===== config.mk =====
export PLATFORM = sky130hd
export DESIGN_NAME = mat_calc_top
export DESIGN_NICKNAME = d
export VERILOG_FILES = /design/src/common/mat_pkg.sv /design/src/common/uart_pkg.sv /design/src/engine/mat_engine.sv /design/src/hdl/mat_calc_top.sv /design/src/hdl/mat_store.sv /design/src/tx/byte_fifo.sv /design/src/tx/dec_fmt.sv /design/src/tx/uart_tx.sv
export SDC_FILE = /design/constraint.sdc
export NUM_CORES = 2
export LEC_CHECK = 0
export BUFFER_PORTS_ARGS = -buffer_cell sky130_fd_sc_hd__buf_2
export CAP_MARGIN = 20
export CORE_ASPECT_RATIO = 0.7
export CORE_UTILIZATION = 45
export CTS_CLUSTER_DIAMETER = 200
export DETAILED_ROUTE_END_ITERATION = 10
export REMOVE_ABC_BUFFERS = 1
export SLEW_MARGIN = 15
export SYNTH_ARGS = -nofsm -noshare
export SYNTH_HDL_FRONTEND = slang
export SYNTH_SLANG_ARGS = --single-unit

===== constraint.sdc =====
create_clock -name clk -period 18.2 [get_ports clk]
set_input_delay 5.46 -clock clk [delete_from_list [all_inputs] [get_ports clk]]
set_output_delay 5.46 -clock clk [all_outputs]
set_load 0.05 [all_outputs]

===== src/common/mat_pkg.sv =====
// ========================================
// matrix sizes are compile-time, 5x5 max, 8-bit unsigned elements
// ========================================
package mat_pkg;

    // ========================================
    // dimensions and widths
    // ========================================
    localparam int MAX_DIM   = 5;   // rows or cols, 1..5
    localparam int DIM_W     = 3;
    localparam int ELEM_W    = 8;
    localparam int SCALAR_W  = 4;   // scalar 0..15
    localparam int NUM_SLOTS = 2;

    typedef logic [0:0] slot_t;

    // engine operations
    typedef enum logic [1:0] {
        OP_ADD       = 2'd0,
        OP_TRANSPOSE = 2'd1,
        OP_SCALAR    = 2'd2
    } op_e;

endpackage


===== src/common/uart_pkg.sv =====
// ========================================
// 8 clocks per bit suits simulation only, set for the board clock
// ========================================
package uart_pkg;

    localparam int CLKS_PER_BIT = 8;

    // ========================================
    // queue depths
    // ========================================
    localparam int RES_DEPTH  = 32;   // holds one whole 5x5 result
    localparam int BYTE_DEPTH = 64;

    // separators and digit base
    localparam logic [7:0] ASCII_ZERO  = 8'h30;
    localparam logic [7:0] ASCII_SPACE = 8'h20;
    localparam logic [7:0] ASCII_CR    = 8'h0D;
    localparam logic [7:0] ASCII_LF    = 8'h0A;

endpackage


===== src/engine/mat_engine.sv =====
// ========================================
// one element per 3 or 4 clocks, never stalled, start only when idle
// ========================================
module mat_engine (
    input  logic                         clk,
    input  logic                         sys_rst_n,
    input  logic                         start,
    input  mat_pkg::op_e                 op,
    input  mat_pkg::slot_t               slot_a,
    input  mat_pkg::slot_t               slot_b,
    input  logic [mat_pkg::DIM_W-1:0]    rows,
    input  logic [mat_pkg::DIM_W-1:0]    cols,
    input  logic [mat_pkg::SCALAR_W-1:0] scalar,
    input  logic [mat_pkg::ELEM_W-1:0]   rd_data,
    output logic                         busy,
    output logic                         done,
    output logic                         rd_en,
    output mat_pkg::slot_t               rd_slot,
    output logic [mat_pkg::DIM_W-1:0]    rd_row,
    output logic [mat_pkg::DIM_W-1:0]    rd_col,
    output logic                         res_valid,
    output logic [mat_pkg::ELEM_W-1:0]   res_elem,
    output logic                         res_row_end
);
    import mat_pkg::*;

    typedef enum logic [2:0] {
        S_IDLE,
        S_RD_A,
        S_RD_B,
        S_WAIT,
        S_EMIT
    } state_e;

    state_e                     state;
    op_e                        op_q;
    slot_t                      slot_a_q;
    slot_t                      slot_b_q;
    logic [DIM_W-1:0]           rows_q;
    logic [DIM_W-1:0]           cols_q;
    logic [SCALAR_W-1:0]        scalar_q;
    logic [DIM_W-1:0]           out_row;     // output position
    logic [DIM_W-1:0]           out_col;
    logic [DIM_W-1:0]           out_rows;
    logic [DIM_W-1:0]           out_cols;
    logic                       is_trans;
    logic                       row_end;
    logic                       last_elem;
    logic [ELEM_W-1:0]          opnd_a;
    logic [ELEM_W+SCALAR_W-1:0] product;
    logic [ELEM_W-1:0]          result;

    assign is_trans  = (op_q == OP_TRANSPOSE);
    assign out_rows  = is_trans ? cols_q : rows_q;
    assign out_cols  = is_trans ? rows_q : cols_q;
    assign row_end   = (out_col == out_cols - DIM_W'(1));
    assign last_elem = row_end && (out_row == out_rows - DIM_W'(1));

    // ========================================
    // store read port
    // ========================================
    assign busy    = (state != S_IDLE);
    assign rd_en   = (state == S_RD_A) || (state == S_RD_B);
    assign rd_slot = (state == S_RD_B) ? slot_b_q : slot_a_q;
    assign rd_row  = is_trans ? out_col : out_row;   // swapped index for transpose
    assign rd_col  = is_trans ? out_row : out_col;

    assign product = rd_data * scalar_q;

    // rd_data holds B for add, A otherwise
    always_comb begin
        case (op_q)
            OP_ADD:    result = opnd_a + rd_data;       // wraps mod 256
            OP_SCALAR: result = product[ELEM_W-1:0];
            default:   result = rd_data;
        endcase
    end

    always_ff @(posedge clk or negedge sys_rst_n) begin
        if (!sys_rst_n) begin
            state     <= S_IDLE;
            op_q      <= OP_ADD;
            slot_a_q  <= '0;
            slot_b_q  <= '0;
            rows_q    <= '0;
            cols_q    <= '0;
            scalar_q  <= '0;
            out_row   <= '0;
            out_col   <= '0;
            done      <= 1'b0;
            res_valid <= 1'b0;
        end else begin
            done      <= 1'b0;
            res_valid <= 1'b0;
            case (state)
                S_IDLE: begin
                    if (start) begin
                        op_q     <= op;
                        slot_a_q <= slot_a;
                        slot_b_q <= slot_b;
                        rows_q   <= rows;
                        cols_q   <= cols;
                        scalar_q <= scalar;
                        out_row  <= '0;
                        out_col  <= '0;
                        state    <= S_RD_A;
                    end
                end
                S_RD_A: state <= (op_q == OP_ADD) ? S_RD_B : S_WAIT;
                S_RD_B: state <= S_WAIT;
                S_WAIT: begin
                    res_valid <= 1'b1;
                    done      <= last_elem;   // lands in the last busy cycle
                    state     <= S_EMIT;
                end
                S_EMIT: begin
                    if (row_end) begin
                        out_col <= '0;
                        out_row <= out_row + 1'b1;
                    end else begin
                        out_col <= out_col + 1'b1;
                    end
                    state <= last_elem ? S_IDLE : S_RD_A;
                end
                default: state <= S_IDLE;
            endcase
        end
    end

    always_ff @(posedge clk) begin
        if (state == S_RD_B) opnd_a <= rd_data;   // A arrives while B is read
        if (state == S_WAIT) begin
            res_elem    <= result;
            res_row_end <= row_end;
        end
    end

    a_start_idle: assert property (@(posedge clk) disable iff (!sys_rst_n)
        start |-> !busy);

    a_dims: assert property (@(posedge clk) disable iff (!sys_rst_n)
        start |-> rows >= 1 && rows <= MAX_DIM && cols >= 1 && cols <= MAX_DIM);

endmodule


===== src/hdl/mat_calc_top.sv =====
// ========================================
// write matrices only while busy is low
// ========================================
module mat_calc_top (
    input  logic                         clk,
    input  logic                         sys_rst_n,
    input  logic                         wr_en,
    input  mat_pkg::slot_t               wr_slot,
    input  logic [mat_pkg::DIM_W-1:0]    wr_row,
    input  logic [mat_pkg::DIM_W-1:0]    wr_col,
    input  logic [mat_pkg::ELEM_W-1:0]   wr_data,
    input  logic                         start,
    input  mat_pkg::op_e                 op,
    input  mat_pkg::slot_t               slot_a,
    input  mat_pkg::slot_t               slot_b,
    input  logic [mat_pkg::DIM_W-1:0]    rows,
    input  logic [mat_pkg::DIM_W-1:0]    cols,
    input  logic [mat_pkg::SCALAR_W-1:0] scalar,
    output logic                         busy,
    output logic                         done,
    output logic                         uart_tx,
    output logic                         tx_busy
);

    // store read port
    logic                       rd_en;
    mat_pkg::slot_t             rd_slot;
    logic [mat_pkg::DIM_W-1:0]  rd_row;
    logic [mat_pkg::DIM_W-1:0]  rd_col;
    logic [mat_pkg::ELEM_W-1:0] rd_data;
    // result strobes
    logic                       res_valid;
    logic [mat_pkg::ELEM_W-1:0] res_elem;
    logic                       res_row_end;
    // byte queue
    logic                       push;
    logic [7:0]                 push_data;
    logic                       full;
    logic                       pop;
    logic [7:0]                 pop_data;
    logic                       empty;

    mat_store u_store (
        .clk      (clk),
        .sys_rst_n(sys_rst_n),
        .wr_en    (wr_en),
        .wr_slot  (wr_slot),
        .wr_row   (wr_row),
        .wr_col   (wr_col),
        .wr_data  (wr_data),
        .rd_en    (rd_en),
        .rd_slot  (rd_slot),
        .rd_row   (rd_row),
        .rd_col   (rd_col),
        .rd_data  (rd_data)
    );

    mat_engine u_engine (
        .clk        (clk),
        .sys_rst_n  (sys_rst_n),
        .start      (start),
        .op         (op),
        .slot_a     (slot_a),
        .slot_b     (slot_b),
        .rows       (rows),
        .cols       (cols),
        .scalar     (scalar),
        .rd_data    (rd_data),
        .busy       (busy),
        .done       (done),
        .rd_en      (rd_en),
        .rd_slot    (rd_slot),
        .rd_row     (rd_row),
        .rd_col     (rd_col),
        .res_valid  (res_valid),
        .res_elem   (res_elem),
        .res_row_end(res_row_end)
    );

    dec_fmt u_fmt (
        .clk        (clk),
        .sys_rst_n  (sys_rst_n),
        .res_valid  (res_valid),
        .res_elem   (res_elem),
        .res_row_end(res_row_end),
        .full       (full),
        .push       (push),
        .push_data  (push_data)
    );

    byte_fifo u_fifo (
        .clk      (clk),
        .sys_rst_n(sys_rst_n),
        .push     (push),
        .push_data(push_data),
        .pop      (pop),
        .pop_data (pop_data),
        .full     (full),
        .empty    (empty)
    );

    uart_tx u_uart_tx (
        .clk      (clk),
        .sys_rst_n(sys_rst_n),
        .empty    (empty),
        .pop_data (pop_data),
        .pop      (pop),
        .uart_tx  (uart_tx),
        .tx_busy  (tx_busy)
    );

endmodule


===== src/hdl/mat_store.sv =====
// ========================================
// no collision check, write only while the engine is idle
// ========================================
module mat_store (
    input  logic                       clk,
    input  logic                       sys_rst_n,
    input  logic                       wr_en,
    input  mat_pkg::slot_t             wr_slot,
    input  logic [mat_pkg::DIM_W-1:0]  wr_row,
    input  logic [mat_pkg::DIM_W-1:0]  wr_col,
    input  logic [mat_pkg::ELEM_W-1:0] wr_data,
    input  logic                       rd_en,
    input  mat_pkg::slot_t             rd_slot,
    input  logic [mat_pkg::DIM_W-1:0]  rd_row,
    input  logic [mat_pkg::DIM_W-1:0]  rd_col,
    output logic [mat_pkg::ELEM_W-1:0] rd_data
);
    import mat_pkg::*;

    localparam int SLOT_SIZE = MAX_DIM * MAX_DIM;
    localparam int DEPTH     = NUM_SLOTS * SLOT_SIZE;
    localparam int ADDR_W    = $clog2(DEPTH);

    logic [ELEM_W-1:0] mem [DEPTH];
    logic [ADDR_W-1:0] wr_addr;
    logic [ADDR_W-1:0] rd_addr;

    // slot, row, col flattened row-major
    assign wr_addr = ADDR_W'(wr_slot * SLOT_SIZE + wr_row * MAX_DIM + wr_col);
    assign rd_addr = ADDR_W'(rd_slot * SLOT_SIZE + rd_row * MAX_DIM + rd_col);

    always_ff @(posedge clk) begin
        if (wr_en) mem[wr_addr] <= wr_data;
    end

    always_ff @(posedge clk or negedge sys_rst_n) begin
        if (!sys_rst_n) begin
            rd_data <= '0;
        end else if (rd_en) begin
            rd_data <= mem[rd_addr];   // valid one cycle after rd_en
        end
    end

    a_index_range: assert property (@(posedge clk) disable iff (!sys_rst_n)
        (wr_en |-> wr_row < MAX_DIM && wr_col < MAX_DIM) and
        (rd_en |-> rd_row < MAX_DIM && rd_col < MAX_DIM));

endmodule


===== src/tx/byte_fifo.sv =====
// ========================================
// head is shown on pop_data, no push when full, no pop when empty
// ========================================
module byte_fifo (
    input  logic       clk,
    input  logic       sys_rst_n,
    input  logic       push,
    input  logic [7:0] push_data,
    input  logic       pop,
    output logic [7:0] pop_data,
    output logic       full,
    output logic       empty
);
    import uart_pkg::*;

    localparam int PTR_W = $clog2(BYTE_DEPTH);

    logic [7:0]       mem [BYTE_DEPTH];
    logic [PTR_W-1:0] wr_ptr;
    logic [PTR_W-1:0] rd_ptr;
    logic [PTR_W:0]   count;

    assign pop_data = mem[rd_ptr];
    assign full     = (count == BYTE_DEPTH);
    assign empty    = (count == '0);

    always_ff @(posedge clk) begin
        if (push) mem[wr_ptr] <= push_data;
    end

    always_ff @(posedge clk or negedge sys_rst_n) begin
        if (!sys_rst_n) begin
            wr_ptr <= '0;
            rd_ptr <= '0;
            count  <= '0;
        end else begin
            if (push) wr_ptr <= wr_ptr + 1'b1;
            if (pop) rd_ptr <= rd_ptr + 1'b1;
            case ({push, pop})
                2'b10:   count <= count + 1'b1;
                2'b01:   count <= count - 1'b1;
                default: count <= count;
            endcase
        end
    end

    a_no_overrun: assert property (@(posedge clk) disable iff (!sys_rst_n)
        (push |-> !full) and (pop |-> !empty));

endmodule


===== src/tx/dec_fmt.sv =====
// ========================================
// result queue holds one whole result, a full byte queue stalls here
// ========================================
module dec_fmt (
    input  logic                       clk,
    input  logic                       sys_rst_n,
    input  logic                       res_valid,
    input  logic [mat_pkg::ELEM_W-1:0] res_elem,
    input  logic                       res_row_end,
    input  logic                       full,
    output logic                       push,
    output logic [7:0]                 push_data
);
    import mat_pkg::*;
    import uart_pkg::*;

    localparam int PTR_W = $clog2(RES_DEPTH);

    logic [ELEM_W-1:0] q_elem [RES_DEPTH];
    logic              q_row_end [RES_DEPTH];
    logic [PTR_W-1:0]  wr_ptr;
    logic [PTR_W-1:0]  rd_ptr;
    logic [PTR_W:0]    count;
    logic [ELEM_W-1:0] head;
    logic              take;         // pop one result entry
    logic              fmt_busy;
    logic [2:0]        step;         // 0-2 digits, 3 space, 4 CR, 5 LF
    logic [2:0]        last_step;
    logic [ELEM_W-1:0] val;
    logic              val_row_end;

    assign head      = q_elem[rd_ptr];
    assign take      = !fmt_busy && (count != '0);
    assign push      = fmt_busy && !full;
    assign last_step = val_row_end ? 3'd5 : 3'd3;

    always_comb begin
        case (step)
            3'd0:    push_data = ASCII_ZERO + val / 8'd100;
            3'd1:    push_data = ASCII_ZERO + (val % 8'd100) / 8'd10;
            3'd2:    push_data = ASCII_ZERO + val % 8'd10;
            3'd3:    push_data = ASCII_SPACE;
            3'd4:    push_data = ASCII_CR;
            default: push_data = ASCII_LF;
        endcase
    end

    // ========================================
    // result queue storage
    // ========================================
    always_ff @(posedge clk) begin
        if (res_valid) begin
            q_elem[wr_ptr]    <= res_elem;
            q_row_end[wr_ptr] <= res_row_end;
        end
        if (take) begin
            val         <= head;
            val_row_end <= q_row_end[rd_ptr];
        end
    end

    always_ff @(posedge clk or negedge sys_rst_n) begin
        if (!sys_rst_n) begin
            wr_ptr   <= '0;
            rd_ptr   <= '0;
            count    <= '0;
            fmt_busy <= 1'b0;
            step     <= '0;
        end else begin
            if (res_valid) wr_ptr <= wr_ptr + 1'b1;
            case ({res_valid, take})
                2'b10:   count <= count + 1'b1;
                2'b01:   count <= count - 1'b1;
                default: count <= count;   // both or neither
            endcase
            if (take) begin
                rd_ptr   <= rd_ptr + 1'b1;
                fmt_busy <= 1'b1;
                // skip leading zeros
                if (head >= 8'd100) begin
                    step <= 3'd0;
                end else if (head >= 8'd10) begin
                    step <= 3'd1;
                end else begin
                    step <= 3'd2;
                end
            end else if (push) begin
                if (step == last_step) fmt_busy <= 1'b0;
                else step <= step + 1'b1;
            end
        end
    end

    a_res_no_overflow: assert property (@(posedge clk) disable iff (!sys_rst_n)
        res_valid |-> count < RES_DEPTH);

endmodule


===== src/tx/uart_tx.sv =====
// ========================================
// 8N1, LSB first, bit period from CLKS_PER_BIT
// ========================================
module uart_tx (
    input  logic       clk,
    input  logic       sys_rst_n,
    input  logic       empty,
    input  logic [7:0] pop_data,
    output logic       pop,
    output logic       uart_tx,
    output logic       tx_busy
);
    import uart_pkg::*;

    localparam int CNT_W = $clog2(CLKS_PER_BIT);

    typedef enum logic [1:0] {
        ST_IDLE,
        ST_START,
        ST_DATA,
        ST_STOP
    } state_e;

    state_e           state;
    logic [CNT_W-1:0] clk_cnt;    // clocks within a bit
    logic [2:0]       bit_idx;
    logic [7:0]       shift_q;
    logic             bit_end;

    assign bit_end = (clk_cnt == CNT_W'(CLKS_PER_BIT - 1));
    assign pop     = (state == ST_IDLE) && !empty;
    assign tx_busy = pop || (state != ST_IDLE);

    always_ff @(posedge clk or negedge sys_rst_n) begin
        if (!sys_rst_n) begin
            state   <= ST_IDLE;
            clk_cnt <= '0;
            bit_idx <= '0;
            uart_tx <= 1'b1;   // line idles high
        end else begin
            clk_cnt <= (state == ST_IDLE || bit_end) ? '0 : clk_cnt + 1'b1;
            case (state)
                ST_IDLE: begin
                    if (pop) begin
                        uart_tx <= 1'b0;   // start bit
                        state   <= ST_START;
                    end
                end
                ST_START: begin
                    if (bit_end) begin
                        uart_tx <= shift_q[0];
                        bit_idx <= '0;
                        state   <= ST_DATA;
                    end
                end
                ST_DATA: begin
                    if (bit_end) begin
                        if (bit_idx == 3'd7) begin
                            uart_tx <= 1'b1;   // stop bit
                            state   <= ST_STOP;
                        end else begin
                            uart_tx <= shift_q[1];
                            bit_idx <= bit_idx + 1'b1;
                        end
                    end
                end
                default: begin
                    if (bit_end) state <= ST_IDLE;
                end
            endcase
        end
    end

    always_ff @(posedge clk) begin
        if (pop) shift_q <= pop_data;
        else if (state == ST_DATA && bit_end) shift_q <= shift_q >> 1;
    end

endmodule

==> qor.txt <==
Inserted Clock Buffers: 119
Slew @ Worst Pin: 1.16 ns
CTS max path bufs: 3
post-synthesis sequential area ratio: 0.717
post-CTS sizing: 0
Max Cap Viol: 0
TNS Setup: 0 ns
layout cell share with drive strength beyond 1: 0.250
Crit path arrival time: 8.52 ns
crit end category: flip-flop
CTS Root Cell: clkbuf_16
fill cell count: 9420
die area: 123000 µm²
power per cell area: 194 nW/µm²
GP Congestion: 0.860
Yosys warning count: 0
Post-CTS Hold Buffers: 0
first-pass GRT wire length: 182000 µm
Post-synth EDFFs: 1234
postcts setup bufs: 0
share of async-settable or async-resettable flops after synthesis: 0.0616
Buffers on Ports: 36
Die X-Extent: 418 µm
startpoint types: input pin
most common cell in the netlist: edfxtp_1
Crit Path Class: in -> reg
Via-to-Cell Ratio: 5.90
Iter 0 DRT Violations: 2836
placed instance area: 56600 µm²
leakage power: 0.0195 µW
area of the multi-input gates: 14800 µm²
vias in the first global route: 26800
Final Hold Viols: 0
GRT Overall Usage: 0.202
TritonCTS clock tree: done
fin area: 60800 µm²
CTS H-tree depth: 3
Clock Latency Late Sink: 0.74 ns
Hold Crit Class: reg -> reg
I/O Pins: 37
dpl hpwl: 74700 µm
final cycle utilization of the critical path: 0.448
WL final: 122000 µm
Post-DRT Antenna Nets: 0
Antenna Cells: 0
Critical Path Fanout Max: 8
CTS Sinks: 1315
core area: 120000 µm²
Reg area: 39100 µm²
Synth Area per Inst: 19.6 µm²
worst vdd ir: 0.204 mV
Synth cell types: 82
fmax: 0.123 GHz
Cells after Synth: 2780
Yosys top cell area share: 0.679
# rows: 106
final setup violating endpoints: 0
DRC: 0
initial antenna violation count: 6
clk slew on worst S/H paths: 0.06 ns
Cell Area, Synth: 54500 µm²
area leader, netlist: edfxtp_1
pin count of the biggest net entering global routing: 81
Critical Path RT: 18.56 ns
DIE HEIGHT: 293 µm
max-slew violation count: 0
drt pass-1 iters: 6
Nets: 2967
Area Overhead vs Synth: 11.5%
top_reg_cell synth: edfxtp_1
grt total ovfl: 0
Period minus WS final: 8.16 ns
drt wl/cell: 26.6 µm
flops & latches, synth: 1315
status: finished clean
Final Skew: 0.0406 ns
most frequent cells after synthesis: edfxtp_1 (1234), mux4_2 (386), nor2_1 (203)
slew margin rel.: 0.228
total vias in the final route: 27000
Synth area leaders: edfxtp_1 (68%), mux4_2 (16%), dfrtp_1 (3.7%), ha_1 (1.6%), nor2_1 (1.4%)
RSZ-0062 raised after global routing: false
Initial Util: 0.455
[area by class of cell]
cell class	instances	area share
inverter	60	0.00370
clock buffer	143	0.0510
tap	1620	0.0333
timing repair buffer	81	0.0109
clock inverter	83	0.0151
multi-input combinational	1266	0.243
sequential	1315	0.643
[metal layers]
metal  global-route usage  routed length (µm)  vias to the layer above
li1                     -                   -                    11400
met1                0.319               56100                    14300
met2                0.285               53000                     1101
met3               0.0510               10700                      144
met4               0.0359                1620                        4
met5                    0                  33                        -
[flip-flops by register name, indices dropped and copies added (netlist names), 6 cells and up]
| signal | flops |
|---|---|
| u_fmt.q_elem | 256 |
| u_uart_tx.shift_q | 8 |
| u_fmt.count | 6 |
| u_fifo.rd_ptr | 6 |
| u_fifo.mem | 512 |
| u_engine.res_elem | 8 |
| u_store.mem | 400 |
| u_fifo.wr_ptr | 6 |
| u_engine.opnd_a | 8 |
| u_store.rd_data | 8 |
| u_fmt.q_row_end | 32 |
| u_fifo.count | 7 |
| u_fmt.val | 8 |
[critical path, cell delays in order]
cell and delay (ns):
buf_2 0.13, ha_1 0.21, fa_1 0.44, ha_1 0.24, fa_1 0.51, nor2b_1 0.20, nand3_1 0.54, nor2_1 0.78
[power breakdown]
group          switching [µW]  internal, µW
Combinational            2680          2160
Clock                    1130          1440
Sequential                339          4040
Total                    4140          7640
[kinds of logic after synthesis]
family / count (synthesis) / synth area share
flops: 1315 / 0.717
mux: 444 / 0.171
fa+ha+maj: 92 / 0.0238
simple gates: 458 / 0.0379
buf+inv: 199 / 0.0148
xor+xnor: 70 / 0.0112
compound gates: 202 / 0.0243
[per-stage QoR]
step	power [µW]	util	hold WS, ns	cells	worst slack, ns
after floorplan	7890	-	0.408	2641	10.16
after global placement	9120	0.472	0.421	4331	9.52
after detailed placement	9250	0.472	0.435	4332	9.36
after CTS	11800	0.506	0.445	4558	10.14
after global routing	12400	0.508	0.466	4568	10.01
final	11800	0.508	0.453	4568	10.04
[final timing paths]
check                                                   to                           start  slack (ns)  cells after the start
max                           u_store.mem[11][3]$_DFFE_PP_                         wr_slot       10.04                      8
min                         u_uart_tx.clk_cnt[0]$_DFF_PN0_  u_uart_tx.clk_cnt[0]$_DFF_PN0_        0.45                      1
max reg2reg                    u_fifo.mem[38][5]$_DFFE_PP_          u_fmt.val[3]$_DFFE_PP_       12.16                     19
min reg2reg                 u_uart_tx.clk_cnt[0]$_DFF_PN0_  u_uart_tx.clk_cnt[0]$_DFF_PN0_        0.45                      1
max in group asynchronous     u_fifo.rd_ptr[1]$_DFFE_PN0P_                       sys_rst_n       12.54                      2
min in group asynchronous  u_engine.out_col[2]$_DFFE_PN0P_                       sys_rst_n        4.53                      1
[cells in the final DEF (no fill, tap or decap), types with 15 or more instances in the layout]
| cell type | instances |
|---|---|
| a21oi_1 | 50 |
| and2_1 | 16 |
| buf_2 | 35 |
| buf_4 | 35 |
| bufinv_16 | 15 |
| clkbuf_1 | 22 |
| clkbuf_16 | 120 |
| clkinv_1 | 23 |
| clkinv_2 | 21 |
| dfrtp_1 | 75 |
| edfxtp_1 | 1234 |
| fa_1 | 20 |
| ha_1 | 69 |
| inv_1 | 59 |
| mux2_2 | 44 |
| mux4_2 | 386 |
| nand2_1 | 123 |
| nand3_1 | 21 |
| nor2_1 | 201 |
| nor3_1 | 18 |
| o21ai_0 | 54 |
| xnor2_1 | 55 |
(Power assumes the default switching activity.)
